`src/calc_pkg.sv`:
```
`default_nettype none

package calc_pkg;

  localparam int XLEN = 32;
  localparam int REG_AW = 5;

  // Stage 0 takes the ALU result, stage 2 drives writeback
  localparam int COMP_STAGES = 3;

  // The product lands in the completion stage with this index
  localparam int MUL_STAGES = 2;

  localparam int DIV_CNT_W = $clog2(XLEN + 1);
  localparam int SHAMT_W = $clog2(XLEN);

  typedef logic [XLEN-1:0] data_t;
  typedef logic [REG_AW-1:0] reg_addr_t;

  typedef enum logic [3:0]
  {
    OP_ADD  = 4'd0,
    OP_SUB  = 4'd1,
    OP_AND  = 4'd2,
    OP_OR   = 4'd3,
    OP_XOR  = 4'd4,
    OP_SLL  = 4'd5,
    OP_SRL  = 4'd6,
    OP_SLT  = 4'd7,
    OP_MUL  = 4'd8,
    OP_DIVU = 4'd9,
    OP_REMU = 4'd10
  } op_e;

  typedef enum logic [1:0]
  {
    DIV_IDLE = 2'd0,
    DIV_BUSY = 2'd1,
    DIV_DONE = 2'd2
  } div_state_e;

endpackage

`default_nettype wire

```
`src/calc_ifs.sv`:
```
`timescale 1ns/1ps
`default_nettype none

// Reservation register contents, one instruction per valid cycle
interface issue_if;
  import calc_pkg::*;

  logic      v;
  op_e       op;
  reg_addr_t rd;
  data_t     rs1_data;
  data_t     rs2_data;

  modport src (output v, op, rd, rs1_data, rs2_data);
  modport dst (input v, op, rd, rs1_data, rs2_data);
endinterface

// Next values of the completion stages, index 0 is the youngest
interface fwd_if;
  import calc_pkg::*;

  logic      [COMP_STAGES-1:0] v;
  reg_addr_t [COMP_STAGES-1:0] rd;
  data_t     [COMP_STAGES-1:0] data;

  modport src (output v, rd, data);
  modport dst (input v, rd, data);
endinterface

// Long latency result, held until yumi
interface long_wb_if;
  import calc_pkg::*;

  logic      v;
  reg_addr_t rd;
  data_t     data;
  logic      yumi;

  modport src (output v, rd, data, input yumi);
  modport dst (input v, rd, data, output yumi);
endinterface

`default_nettype wire

```
`src/operand_bypass.sv`:
```
`timescale 1ns/1ps
`default_nettype none

module operand_bypass
(
  input  logic                clk_i,
  input  logic                rst_i,
  input  logic                dispatch_v_i,
  input  calc_pkg::op_e       dispatch_op_i,
  input  calc_pkg::reg_addr_t dispatch_rd_i,
  input  calc_pkg::reg_addr_t dispatch_rs1_addr_i,
  input  calc_pkg::reg_addr_t dispatch_rs2_addr_i,
  input  calc_pkg::data_t     dispatch_rs1_data_i,
  input  calc_pkg::data_t     dispatch_rs2_data_i,
  input  logic                div_busy_i,
  fwd_if.dst                  fwd,
  issue_if.src                iss
);
  import calc_pkg::*;

  data_t rs1_byp;
  data_t rs2_byp;
  logic  disp_div;
  logic  div_pend_r;

  // Walk from the oldest source so the youngest match wins
  function automatic data_t pick_operand
  (
    input reg_addr_t                   addr,
    input data_t                       rf_data,
    input logic      [COMP_STAGES-1:0] src_v,
    input reg_addr_t [COMP_STAGES-1:0] src_rd,
    input data_t     [COMP_STAGES-1:0] src_data
  );
    data_t sel;
    sel = rf_data;
    for (int i = COMP_STAGES - 1; i >= 0; i--)
    begin
      if (src_v[i] && (src_rd[i] == addr))
      begin
        sel = src_data[i];
      end
    end
    return sel;
  endfunction

  assign rs1_byp = pick_operand(dispatch_rs1_addr_i, dispatch_rs1_data_i,
                                fwd.v, fwd.rd, fwd.data);
  assign rs2_byp = pick_operand(dispatch_rs2_addr_i, dispatch_rs2_data_i,
                                fwd.v, fwd.rd, fwd.data);

  always_ff @(posedge clk_i)
  begin
    if (rst_i)
    begin
      iss.v <= 1'b0;
    end
    else
    begin
      iss.v <= dispatch_v_i;
    end
  end

  always_ff @(posedge clk_i)
  begin
    iss.op       <= dispatch_op_i;
    iss.rd       <= dispatch_rd_i;
    iss.rs1_data <= rs1_byp;
    iss.rs2_data <= rs2_byp;
  end

  assign disp_div = dispatch_v_i && ((dispatch_op_i == OP_DIVU) || (dispatch_op_i == OP_REMU));

  // Bridges the cycles before the divider reports busy itself
  always_ff @(posedge clk_i)
  begin
    if (rst_i)
    begin
      div_pend_r <= 1'b0;
    end
    else if (disp_div)
    begin
      div_pend_r <= 1'b1;
    end
    else if (div_busy_i)
    begin
      div_pend_r <= 1'b0;
    end
  end

  a_single_divide: assert property (@(posedge clk_i) disable iff (rst_i)
    disp_div |-> !(div_pend_r || div_busy_i))
    else $error("divide dispatched while another divide is pending");

endmodule

`default_nettype wire

```
`src/alu_pipe.sv`:
```
`timescale 1ns/1ps
`default_nettype none

module alu_pipe
(
  issue_if.dst            iss,
  output logic            alu_v_o,
  output calc_pkg::data_t alu_data_o
);
  import calc_pkg::*;

  // Result stays zero for ops served elsewhere so the stage 0 merge is a plain OR
  always_comb
  begin
    alu_v_o    = iss.v;
    alu_data_o = '0;
    case (iss.op)
      OP_ADD: alu_data_o = iss.rs1_data + iss.rs2_data;
      OP_SUB: alu_data_o = iss.rs1_data - iss.rs2_data;
      OP_AND: alu_data_o = iss.rs1_data & iss.rs2_data;
      OP_OR:  alu_data_o = iss.rs1_data | iss.rs2_data;
      OP_XOR: alu_data_o = iss.rs1_data ^ iss.rs2_data;
      OP_SLL: alu_data_o = iss.rs1_data << iss.rs2_data[SHAMT_W-1:0];
      OP_SRL: alu_data_o = iss.rs1_data >> iss.rs2_data[SHAMT_W-1:0];
      OP_SLT: alu_data_o = data_t'($signed(iss.rs1_data) < $signed(iss.rs2_data));
      default:
      begin
        alu_v_o = 1'b0;
      end
    endcase
  end

endmodule

`default_nettype wire

```
`src/mul_pipe.sv`:
```
`timescale 1ns/1ps
`default_nettype none

module mul_pipe
(
  input  logic            clk_i,
  input  logic            rst_i,
  issue_if.dst            iss,
  output logic            mul_v_o,
  output calc_pkg::data_t mul_data_o
);
  import calc_pkg::*;

  logic [MUL_STAGES-1:0] v_r;
  data_t                 lo_r;
  logic [XLEN/2-1:0]     cross_r;
  data_t                 prod_r;
  logic                  take;

  assign take = iss.v && (iss.op == OP_MUL);

  always_ff @(posedge clk_i)
  begin
    if (rst_i)
    begin
      v_r <= '0;
    end
    else
    begin
      v_r <= {v_r[MUL_STAGES-2:0], take};
    end
  end

  // First stage forms the half products, high x high never reaches the low word
  always_ff @(posedge clk_i)
  begin
    lo_r    <= data_t'(iss.rs1_data[XLEN/2-1:0]) * data_t'(iss.rs2_data[XLEN/2-1:0]);
    cross_r <= iss.rs1_data[XLEN/2-1:0] * iss.rs2_data[XLEN-1:XLEN/2]
             + iss.rs1_data[XLEN-1:XLEN/2] * iss.rs2_data[XLEN/2-1:0];
    prod_r  <= lo_r + {cross_r, {(XLEN/2){1'b0}}};
  end

  assign mul_v_o    = v_r[MUL_STAGES-1];
  assign mul_data_o = prod_r;

endmodule

`default_nettype wire

```
`src/div_unit.sv`:
```
`timescale 1ns/1ps
`default_nettype none

module div_unit
(
  input  logic   clk_i,
  input  logic   rst_i,
  issue_if.dst   iss,
  long_wb_if.src wb,
  output logic   div_ready_o,
  output logic   div_busy_o
);
  import calc_pkg::*;

  div_state_e           state_r;
  logic                 start;
  logic                 rem_sel_r;
  reg_addr_t            rd_r;
  data_t                dsr_r;
  data_t                quo_r;
  data_t                rem_r;
  data_t                res_r;
  logic [DIV_CNT_W-1:0] cnt_r;
  logic [XLEN:0]        shifted;
  logic [XLEN:0]        diff;
  logic                 fits;

  assign start = iss.v && ((iss.op == OP_DIVU) || (iss.op == OP_REMU));

  // Restoring step; a zero divisor always fits, giving all ones and rem = dividend
  assign shifted = {rem_r, quo_r[XLEN-1]};
  assign diff    = shifted - {1'b0, dsr_r};
  assign fits    = !diff[XLEN];

  always_ff @(posedge clk_i)
  begin
    if (rst_i)
    begin
      state_r <= DIV_IDLE;
    end
    else
    begin
      case (state_r)
        DIV_IDLE:
        begin
          if (start)
          begin
            state_r <= DIV_BUSY;
          end
        end
        DIV_BUSY:
        begin
          if (cnt_r == '0)
          begin
            state_r <= DIV_DONE;
          end
        end
        DIV_DONE:
        begin
          if (wb.yumi)
          begin
            state_r <= DIV_IDLE;
          end
        end
        default:
        begin
          state_r <= DIV_IDLE;
        end
      endcase
    end
  end

  // XLEN shift steps, then one cycle to latch the selected result
  always_ff @(posedge clk_i)
  begin
    if ((state_r == DIV_IDLE) && start)
    begin
      rd_r      <= iss.rd;
      rem_sel_r <= (iss.op == OP_REMU);
      quo_r     <= iss.rs1_data;
      dsr_r     <= iss.rs2_data;
      rem_r     <= '0;
      cnt_r     <= DIV_CNT_W'(XLEN);
    end
    else if (state_r == DIV_BUSY)
    begin
      if (cnt_r != '0)
      begin
        quo_r <= {quo_r[XLEN-2:0], fits};
        rem_r <= fits ? diff[XLEN-1:0] : shifted[XLEN-1:0];
        cnt_r <= cnt_r - DIV_CNT_W'(1);
      end
      else
      begin
        res_r <= rem_sel_r ? rem_r : quo_r;
      end
    end
  end

  assign wb.v    = (state_r == DIV_DONE);
  assign wb.rd   = rd_r;
  assign wb.data = res_r;

  // A divide waiting in the reservation register already counts as taken
  assign div_ready_o = (state_r == DIV_IDLE) && !start;
  assign div_busy_o  = (state_r != DIV_IDLE);

  a_start_idle: assert property (@(posedge clk_i) disable iff (rst_i)
    start |-> (state_r == DIV_IDLE))
    else $error("divide issued while the divider is occupied");

endmodule

`default_nettype wire

```
`src/completion_pipe.sv`:
```
`timescale 1ns/1ps
`default_nettype none

module completion_pipe
(
  input  logic                clk_i,
  input  logic                rst_i,
  issue_if.dst                iss,
  input  logic                alu_v_i,
  input  logic                mul_v_i,
  input  calc_pkg::data_t     alu_data_i,
  input  calc_pkg::data_t     mul_data_i,
  long_wb_if.dst              lwb,
  fwd_if.src                  fwd,
  output logic                wb_v_o,
  output calc_pkg::reg_addr_t wb_rd_o,
  output calc_pkg::data_t     wb_data_o
);
  import calc_pkg::*;

  logic      [COMP_STAGES-1:0] w_v_r;
  logic      [COMP_STAGES-1:0] w_v_n;
  logic      [COMP_STAGES-1:0] rdy_r;
  logic      [COMP_STAGES-1:0] rdy_n;
  reg_addr_t [COMP_STAGES-1:0] rd_r;
  reg_addr_t [COMP_STAGES-1:0] rd_n;
  data_t     [COMP_STAGES-1:0] data_r;
  data_t     [COMP_STAGES-1:0] data_n;
  logic                        iss_div;

  assign iss_div = (iss.op == OP_DIVU) || (iss.op == OP_REMU);

  // rdy marks entries whose result has already been merged
  always_comb
  begin
    w_v_n[0]  = iss.v && !iss_div && (iss.rd != '0);
    rdy_n[0]  = alu_v_i;
    rd_n[0]   = iss.rd;
    data_n[0] = alu_v_i ? alu_data_i : '0;
    for (int i = 1; i < COMP_STAGES; i++)
    begin
      w_v_n[i]  = w_v_r[i-1];
      rdy_n[i]  = rdy_r[i-1];
      rd_n[i]   = rd_r[i-1];
      data_n[i] = data_r[i-1];
    end
    rdy_n[MUL_STAGES]  = rdy_n[MUL_STAGES] | mul_v_i;
    data_n[MUL_STAGES] = data_n[MUL_STAGES] | (mul_v_i ? mul_data_i : '0);
  end

  always_ff @(posedge clk_i)
  begin
    if (rst_i)
    begin
      w_v_r <= '0;
      rdy_r <= '0;
    end
    else
    begin
      w_v_r <= w_v_n;
      rdy_r <= rdy_n;
    end
  end

  always_ff @(posedge clk_i)
  begin
    rd_r   <= rd_n;
    data_r <= data_n;
  end

  assign fwd.v    = w_v_n & rdy_n;
  assign fwd.rd   = rd_n;
  assign fwd.data = data_n;

  // Divider only fills a slot the fixed pipe leaves empty
  assign lwb.yumi  = lwb.v && !w_v_r[COMP_STAGES-1];
  assign wb_v_o    = w_v_r[COMP_STAGES-1] || (lwb.yumi && (lwb.rd != '0));
  assign wb_rd_o   = lwb.yumi ? lwb.rd : rd_r[COMP_STAGES-1];
  assign wb_data_o = lwb.yumi ? lwb.data : data_r[COMP_STAGES-1];

  a_merge_exclusive: assert property (@(posedge clk_i) disable iff (rst_i)
    mul_v_i |-> !rdy_r[MUL_STAGES-1])
    else $error("product merged onto an entry that holds an ALU result");

  a_wb_has_data: assert property (@(posedge clk_i) disable iff (rst_i)
    w_v_r[COMP_STAGES-1] |-> rdy_r[COMP_STAGES-1])
    else $error("writeback leaves the pipe without a result");

endmodule

`default_nettype wire

```
`src/calc_top.sv`:
```
`timescale 1ns/1ps
`default_nettype none

module calc_top
(
  input  logic                clk_i,
  input  logic                rst_i,
  input  logic                dispatch_v_i,
  input  calc_pkg::op_e       dispatch_op_i,
  input  calc_pkg::reg_addr_t dispatch_rd_i,
  input  calc_pkg::reg_addr_t dispatch_rs1_addr_i,
  input  calc_pkg::reg_addr_t dispatch_rs2_addr_i,
  input  calc_pkg::data_t     dispatch_rs1_data_i,
  input  calc_pkg::data_t     dispatch_rs2_data_i,
  output logic                div_ready_o,
  output logic                wb_v_o,
  output calc_pkg::reg_addr_t wb_rd_o,
  output calc_pkg::data_t     wb_data_o
);
  import calc_pkg::*;

  logic  alu_v;
  data_t alu_data;
  logic  mul_v;
  data_t mul_data;
  logic  div_busy;

  issue_if   iss ();
  fwd_if     fwd ();
  long_wb_if lwb ();

  operand_bypass i_operand_bypass
  (
    .clk_i               (clk_i),
    .rst_i               (rst_i),
    .dispatch_v_i        (dispatch_v_i),
    .dispatch_op_i       (dispatch_op_i),
    .dispatch_rd_i       (dispatch_rd_i),
    .dispatch_rs1_addr_i (dispatch_rs1_addr_i),
    .dispatch_rs2_addr_i (dispatch_rs2_addr_i),
    .dispatch_rs1_data_i (dispatch_rs1_data_i),
    .dispatch_rs2_data_i (dispatch_rs2_data_i),
    .div_busy_i          (div_busy),
    .fwd                 (fwd.dst),
    .iss                 (iss.src)
  );

  alu_pipe i_alu_pipe
  (
    .iss        (iss.dst),
    .alu_v_o    (alu_v),
    .alu_data_o (alu_data)
  );

  mul_pipe i_mul_pipe
  (
    .clk_i      (clk_i),
    .rst_i      (rst_i),
    .iss        (iss.dst),
    .mul_v_o    (mul_v),
    .mul_data_o (mul_data)
  );

  div_unit i_div_unit
  (
    .clk_i       (clk_i),
    .rst_i       (rst_i),
    .iss         (iss.dst),
    .wb          (lwb.src),
    .div_ready_o (div_ready_o),
    .div_busy_o  (div_busy)
  );

  completion_pipe i_completion_pipe
  (
    .clk_i      (clk_i),
    .rst_i      (rst_i),
    .iss        (iss.dst),
    .alu_v_i    (alu_v),
    .mul_v_i    (mul_v),
    .alu_data_i (alu_data),
    .mul_data_i (mul_data),
    .lwb        (lwb.dst),
    .fwd        (fwd.src),
    .wb_v_o     (wb_v_o),
    .wb_rd_o    (wb_rd_o),
    .wb_data_o  (wb_data_o)
  );

endmodule

`default_nettype wire

```
`config.mk`:
```
export PLATFORM = sky130hd
export DESIGN_NAME = calc_top
export DESIGN_NICKNAME = d
export VERILOG_FILES = /design/src/calc_pkg.sv /design/src/calc_ifs.sv /design/src/operand_bypass.sv /design/src/alu_pipe.sv /design/src/mul_pipe.sv /design/src/div_unit.sv /design/src/completion_pipe.sv /design/src/calc_top.sv
export SDC_FILE = /design/constraint.sdc
export NUM_CORES = 2
export LEC_CHECK = 0
export BUFFER_PORTS_ARGS = -buffer_cell sky130_fd_sc_hd__buf_2
export CAP_MARGIN = 0
export CORE_ASPECT_RATIO = 1.25
export CORE_MARGIN = 4
export CORE_UTILIZATION = 60
export DETAILED_ROUTE_END_ITERATION = 10
export PLACE_DENSITY = 0.81
export SLEW_MARGIN = 20
export SYNTH_ARGS = -nofsm -noshare
export SYNTH_HDL_FRONTEND = slang
export SYNTH_HIERARCHICAL = 1
export SYNTH_SLANG_ARGS = --single-unit
```
`constraint.sdc`:
```
create_clock -name clk_i -period 8.3 [get_ports clk_i]
set_input_delay 1.66 -clock clk_i [delete_from_list [all_inputs] [get_ports clk_i]]
set_output_delay 1.66 -clock clk_i [all_outputs]
set_load 0.1 [all_outputs]
```
==> results.sh <==
export IMPL_worst_slack_ns=1.451
export IMPL_dr_pass1_iters=8
export IMPL_grt_pass1_wl_mm=223.7
export IMPL_wirelength_mm=149.9
export IMPL_hold_viol_final=0
export IMPL_yosysUniqueCellTypes=99
export IMPL_via_per_inst=6.494
export IMPL_cap_violations=0
export IMPL_cts_repair_resized=0
export IMPL_cts_tree="done"
export IMPL_dp_slack_ns=1.526
export IMPL_synth_async_reset_ratio=0
export IMPL_grt_pass1_vias=36160
export IMPL_tns_ns=0
export IMPL_crit_type="register to register"
export IMPL_period_minus_slack_ns=6.849
export IMPL_finClkSkew_ns=0.04213
export IMPL_switchingPower_mw=8.094
export IMPL_hpwl_mm=114.4
export IMPL_start_util=0.6086
export IMPL_grt_start_max_net_pins=59
export IMPL_setup_viol=0
export IMPL_cp_cell_sequence="buf_4 > nand2_1 > fa_1 > fa_1 > fa_1 > inv_1 > fa_1 > fa_1 > inv_1 > fa_1 > inv_1 > ha_1 > nand4_1 > or3_1 > o21ai_1 > nand4_1 > a21o_1 > and3_1 > a311oi_1"
export IMPL_port_buffers=124
export IMPL_p_comb_frac=0.704
export IMPL_synthCells=4575
export IMPL_yosysSeqAreaShare=0.2232
export IMPL_avgSynthCellArea_um2=9.118
export IMPL_status="finished clean"
export IMPL_cts_sinks=414
export IMPL_area_delta_synth_final_pct=6.749
export IMPL_synth_top_area_frac=0.1833
export IMPL_cpLargestDelayFamily="adder cells"
export IMPL_p_seq_frac=0.166
export IMPL_ys_flop_type="dfxtp_1"
export IMPL_yosys_area_top_type="fa_1"
export IMPL_clk_insertion_delay_late_ns=0.62
export IMPL_cts_buffer_depth=3
export IMPL_clkPwrFrac=0.130
export IMPL_dp_cells=5431
export IMPL_finalCritPeriodShare=0.8252
export IMPL_grtUsageTotal=0.4012
export IMPL_fin_util=0.6496
export IMPL_start_kind="register"
export IMPL_cp_required_ns=8.82
export IMPL_cp_slowest_cell="dfxtp_1"
export IMPL_synth_area_um2=41720
export IMPL_reg2reg_slack_ns=1.45
export IMPL_drive_above_1_share=0.1100
export IMPL_cp_arrival_ns=7.37
export IMPL_worst_pin_slew_ns=1.242
export IMPL_cts_setup_buffers=0
export IMPL_first_iter_violations=3995
export IMPL_cts_root_buf="clkbuf_16"
export IMPL_cts_buffers=45
export IMPL_core_area_um2=68550
export IMPL_fmax_mhz=146.0
export IMPL_io_pins=125
export IMPL_place_gp_congestion=1.111
export IMPL_endpoint_kind="register"
export IMPL_rsz0062_at_grt="no"
export IMPL_antenna_found_initial=16
export IMPL_critPathMaxStageDelay_ns=0.79
export IMPL_path_common_cell="fa_1"
export IMPL_power_internal_mw=8.718
export IMPL_syn_nets=5393
export IMPL_path_clk_slew_ns=0.07
export IMPL_antenna_left=0
export IMPL_hold_class="register to register"
export IMPL_path_max_fanout=24
export IMPL_row_count=107
export IMPL_die_w_um=243.8
export IMPL_fillerInstances=5611
export IMPL_synth_seq_cells=414
export IMPL_post_drt_wl_per_cell_um=27.14
export IMPL_vias=35880
export IMPL_cts_hold_buffers=0
export IMPL_die_y_um=302.8
export IMPL_nets=5371
export IMPL_fin_cells=5524
export IMPL_leakagePower_nw=20.38
export IMPL_power_density_nw_per_um2=377.5
export IMPL_synth_area_top_cells="fa_1 18%, dfxtp_1 15%, ha_1 10%"
export IMPL_grt_overflow=0
export IMPL_cp_buffers_inverters=4
export IMPL_p_sw_frac=0.4814
export IMPL_max_slew_margin=0.1719
export IMPL_ys_warnings_count=6
export IMPL_irDropWorstVdd_uv=1891
export IMPL_htreeDepth=2
export IMPL_synth_edf_count=102
export IMPL_die_area_um2=73830
export IMPL_slew_violations=0
export IMPL_drc=0
[cell families after synthesis]
kind of cell,Yosys count,share of synthesized area
buffers and inverters,921,0.09268
AO/OA/AOI/OAI,854,0.1379
flip-flops,414,0.2232
XOR/XNOR,202,0.04241
multiplexers,227,0.07067
AND/OR/NAND/NOR,1225,0.1449
adder cells (fa/ha/maj),732,0.2883
[final cells by class]
| cell class | count | area [um2] | share of cell area |
|---|---|---|---|
| clock inverter | 23 | 316.6 | 0.007109 |
| timing repair buffer | 230 | 1441 | 0.03237 |
| antenna | 8 | 20.02 | 0.0004496 |
| inverter | 622 | 2335 | 0.05243 |
| multi-input combinational | 3240 | 28640 | 0.6432 |
| sequential | 414 | 9320 | 0.2093 |
| tap | 926 | 1159 | 0.02602 |
| clock buffer | 61 | 1299 | 0.02917 |
[power groups by stage]
stage                     Sequential [mW]  Combinational [mW]  Clock [mW]
after floorplan                      2.63                8.48           0
after global placement               2.81                11.4           0
after detailed placement             2.82                11.7           0
after CTS                            2.78                11.8        2.20
after global routing                 2.80                13.0        2.28
final                                2.80                11.8        2.18
[through the flow]
| stage | hold WS, ns | instance area [um2] | power, mW |
|---|---|---|---|
| floorplan | 0.3096 | 41720 | 11.11 |
| global placement | 0.3113 | 42870 | 14.17 |
| detailed placement | 0.3132 | 42870 | 14.47 |
| CTS | 0.3277 | 44490 | 16.79 |
| global route | 0.3342 | 44510 | 18.11 |
| finish | 0.3257 | 44530 | 16.81 |
[worst paths after layout]
check | start | end | cells past startpoint
hold reg to reg | i_mul_pipe/lo_r[6] | i_mul_pipe/mul_data_o[6] | 0
setup / recovery | i_operand_bypass/iss.rs1_data[11] | i_mul_pipe/lo_r[31] | 19
hold / removal | i_mul_pipe/lo_r[6] | i_mul_pipe/mul_data_o[6] | 0
setup reg to reg | i_operand_bypass/iss.rs1_data[11] | i_mul_pipe/lo_r[31] | 19
[registers in the layout, indices dropped and copies added (netlist names)]
register and count:
i_completion_pipe/rd_r 5, i_mul_pipe/cross_r 16, i_div_unit/rem_sel_r 1, i_mul_pipe/mul_data_o 32
i_completion_pipe/w_v_r 3, i_operand_bypass/iss.rd 5, i_div_unit/rem_r 32, i_operand_bypass/iss.v 1
i_div_unit/dsr_r 32, i_completion_pipe/fwd.rd 10, i_completion_pipe/fwd.data 32, i_div_unit/wb.rd 5
i_completion_pipe/rdy_r 2, i_mul_pipe/lo_r 32, i_operand_bypass/iss.op 4, i_completion_pipe/data_r 64
i_div_unit/cnt_r 6, i_operand_bypass/iss.rs1_data 32, i_div_unit/state_r 2, i_operand_bypass/iss.rs2_data 32
i_div_unit/quo_r 32, i_div_unit/wb.data 32, i_mul_pipe/v_r 2
[cell usage after synthesis (all sizes together), types with 18 or more instances]
cell,count
nor3,48
edfxtp,102
nand3,57
o21ai,207
nand2b,27
mux4,38
a21o,60
o22ai,47
nand2,420
ha,350
mux2,103
inv,620
o211ai,31
nand4,18
o31ai,22
o311ai,21
fa,382
a31oi,21
a211oi,24
xnor2,140
mux2i,86
nor2,201
and3,48
xor2,62
and2,314
clkbuf,174
dfxtp,312
nor2b,23
or3,22
buf,122
a222oi,32
a21oi,195
a221oi,60
[layout by cell type (no fill, tap or decap), drive strengths merged, types with 21 or more instances in the layout]
| cell type | synthesis | routed |
|---|---|---|
| xor2 | 62 | 62 |
| a211oi | 24 | 24 |
| a21oi | 195 | 195 |
| inv | 620 | 627 |
| a222oi | 32 | 32 |
| nor2b | 23 | 23 |
| buf | 122 | 230 |
| or3 | 22 | 22 |
| mux2 | 103 | 103 |
| o211ai | 31 | 31 |
| mux2i | 86 | 86 |
| nand3 | 57 | 57 |
| clkbuf | 174 | 61 |
| o311ai | 21 | 21 |
| o31ai | 22 | 22 |
| nor2 | 201 | 201 |
| and2 | 314 | 314 |
| fa | 382 | 382 |
| mux4 | 38 | 38 |
| nand2b | 27 | 27 |
| dfxtp | 312 | 312 |
| o21ai | 207 | 207 |
| ha | 350 | 350 |
| and3 | 48 | 48 |
| nand2 | 420 | 420 |
| a221oi | 60 | 60 |
| a31oi | 21 | 21 |
| a21o | 60 | 60 |
| xnor2 | 140 | 140 |
| edfxtp | 102 | 102 |
| nor3 | 48 | 48 |
| o22ai | 47 | 47 |
[routing by layer]
metal	GRT usage	up-vias	routed length, um	part of all wire
met5	0	-	27	0.00018
li1	-	15320	-	-
met1	0.4819	17370	51950	0.35
met4	0.2856	4	13470	0.090
met3	0.08141	663	16510	0.11
met2	0.6479	2515	67940	0.45
[worst reg2reg max path, stage by stage, from the launching register on]
cell	delay (ns)
dfxtp_1	0.79
buf_4	0.49
nand2_1	0.14
fa_1	0.52
fa_1	0.52
fa_1	0.52
inv_1	0.05
fa_1	0.50
fa_1	0.51
inv_1	0.05
fa_1	0.47
inv_1	0.04
ha_1	0.37
nand4_1	0.17
or3_1	0.34
o21ai_1	0.38
nand4_1	0.24
a21o_1	0.22
and3_1	0.15
a311oi_1	0.26
(Power assumes the default switching activity.)
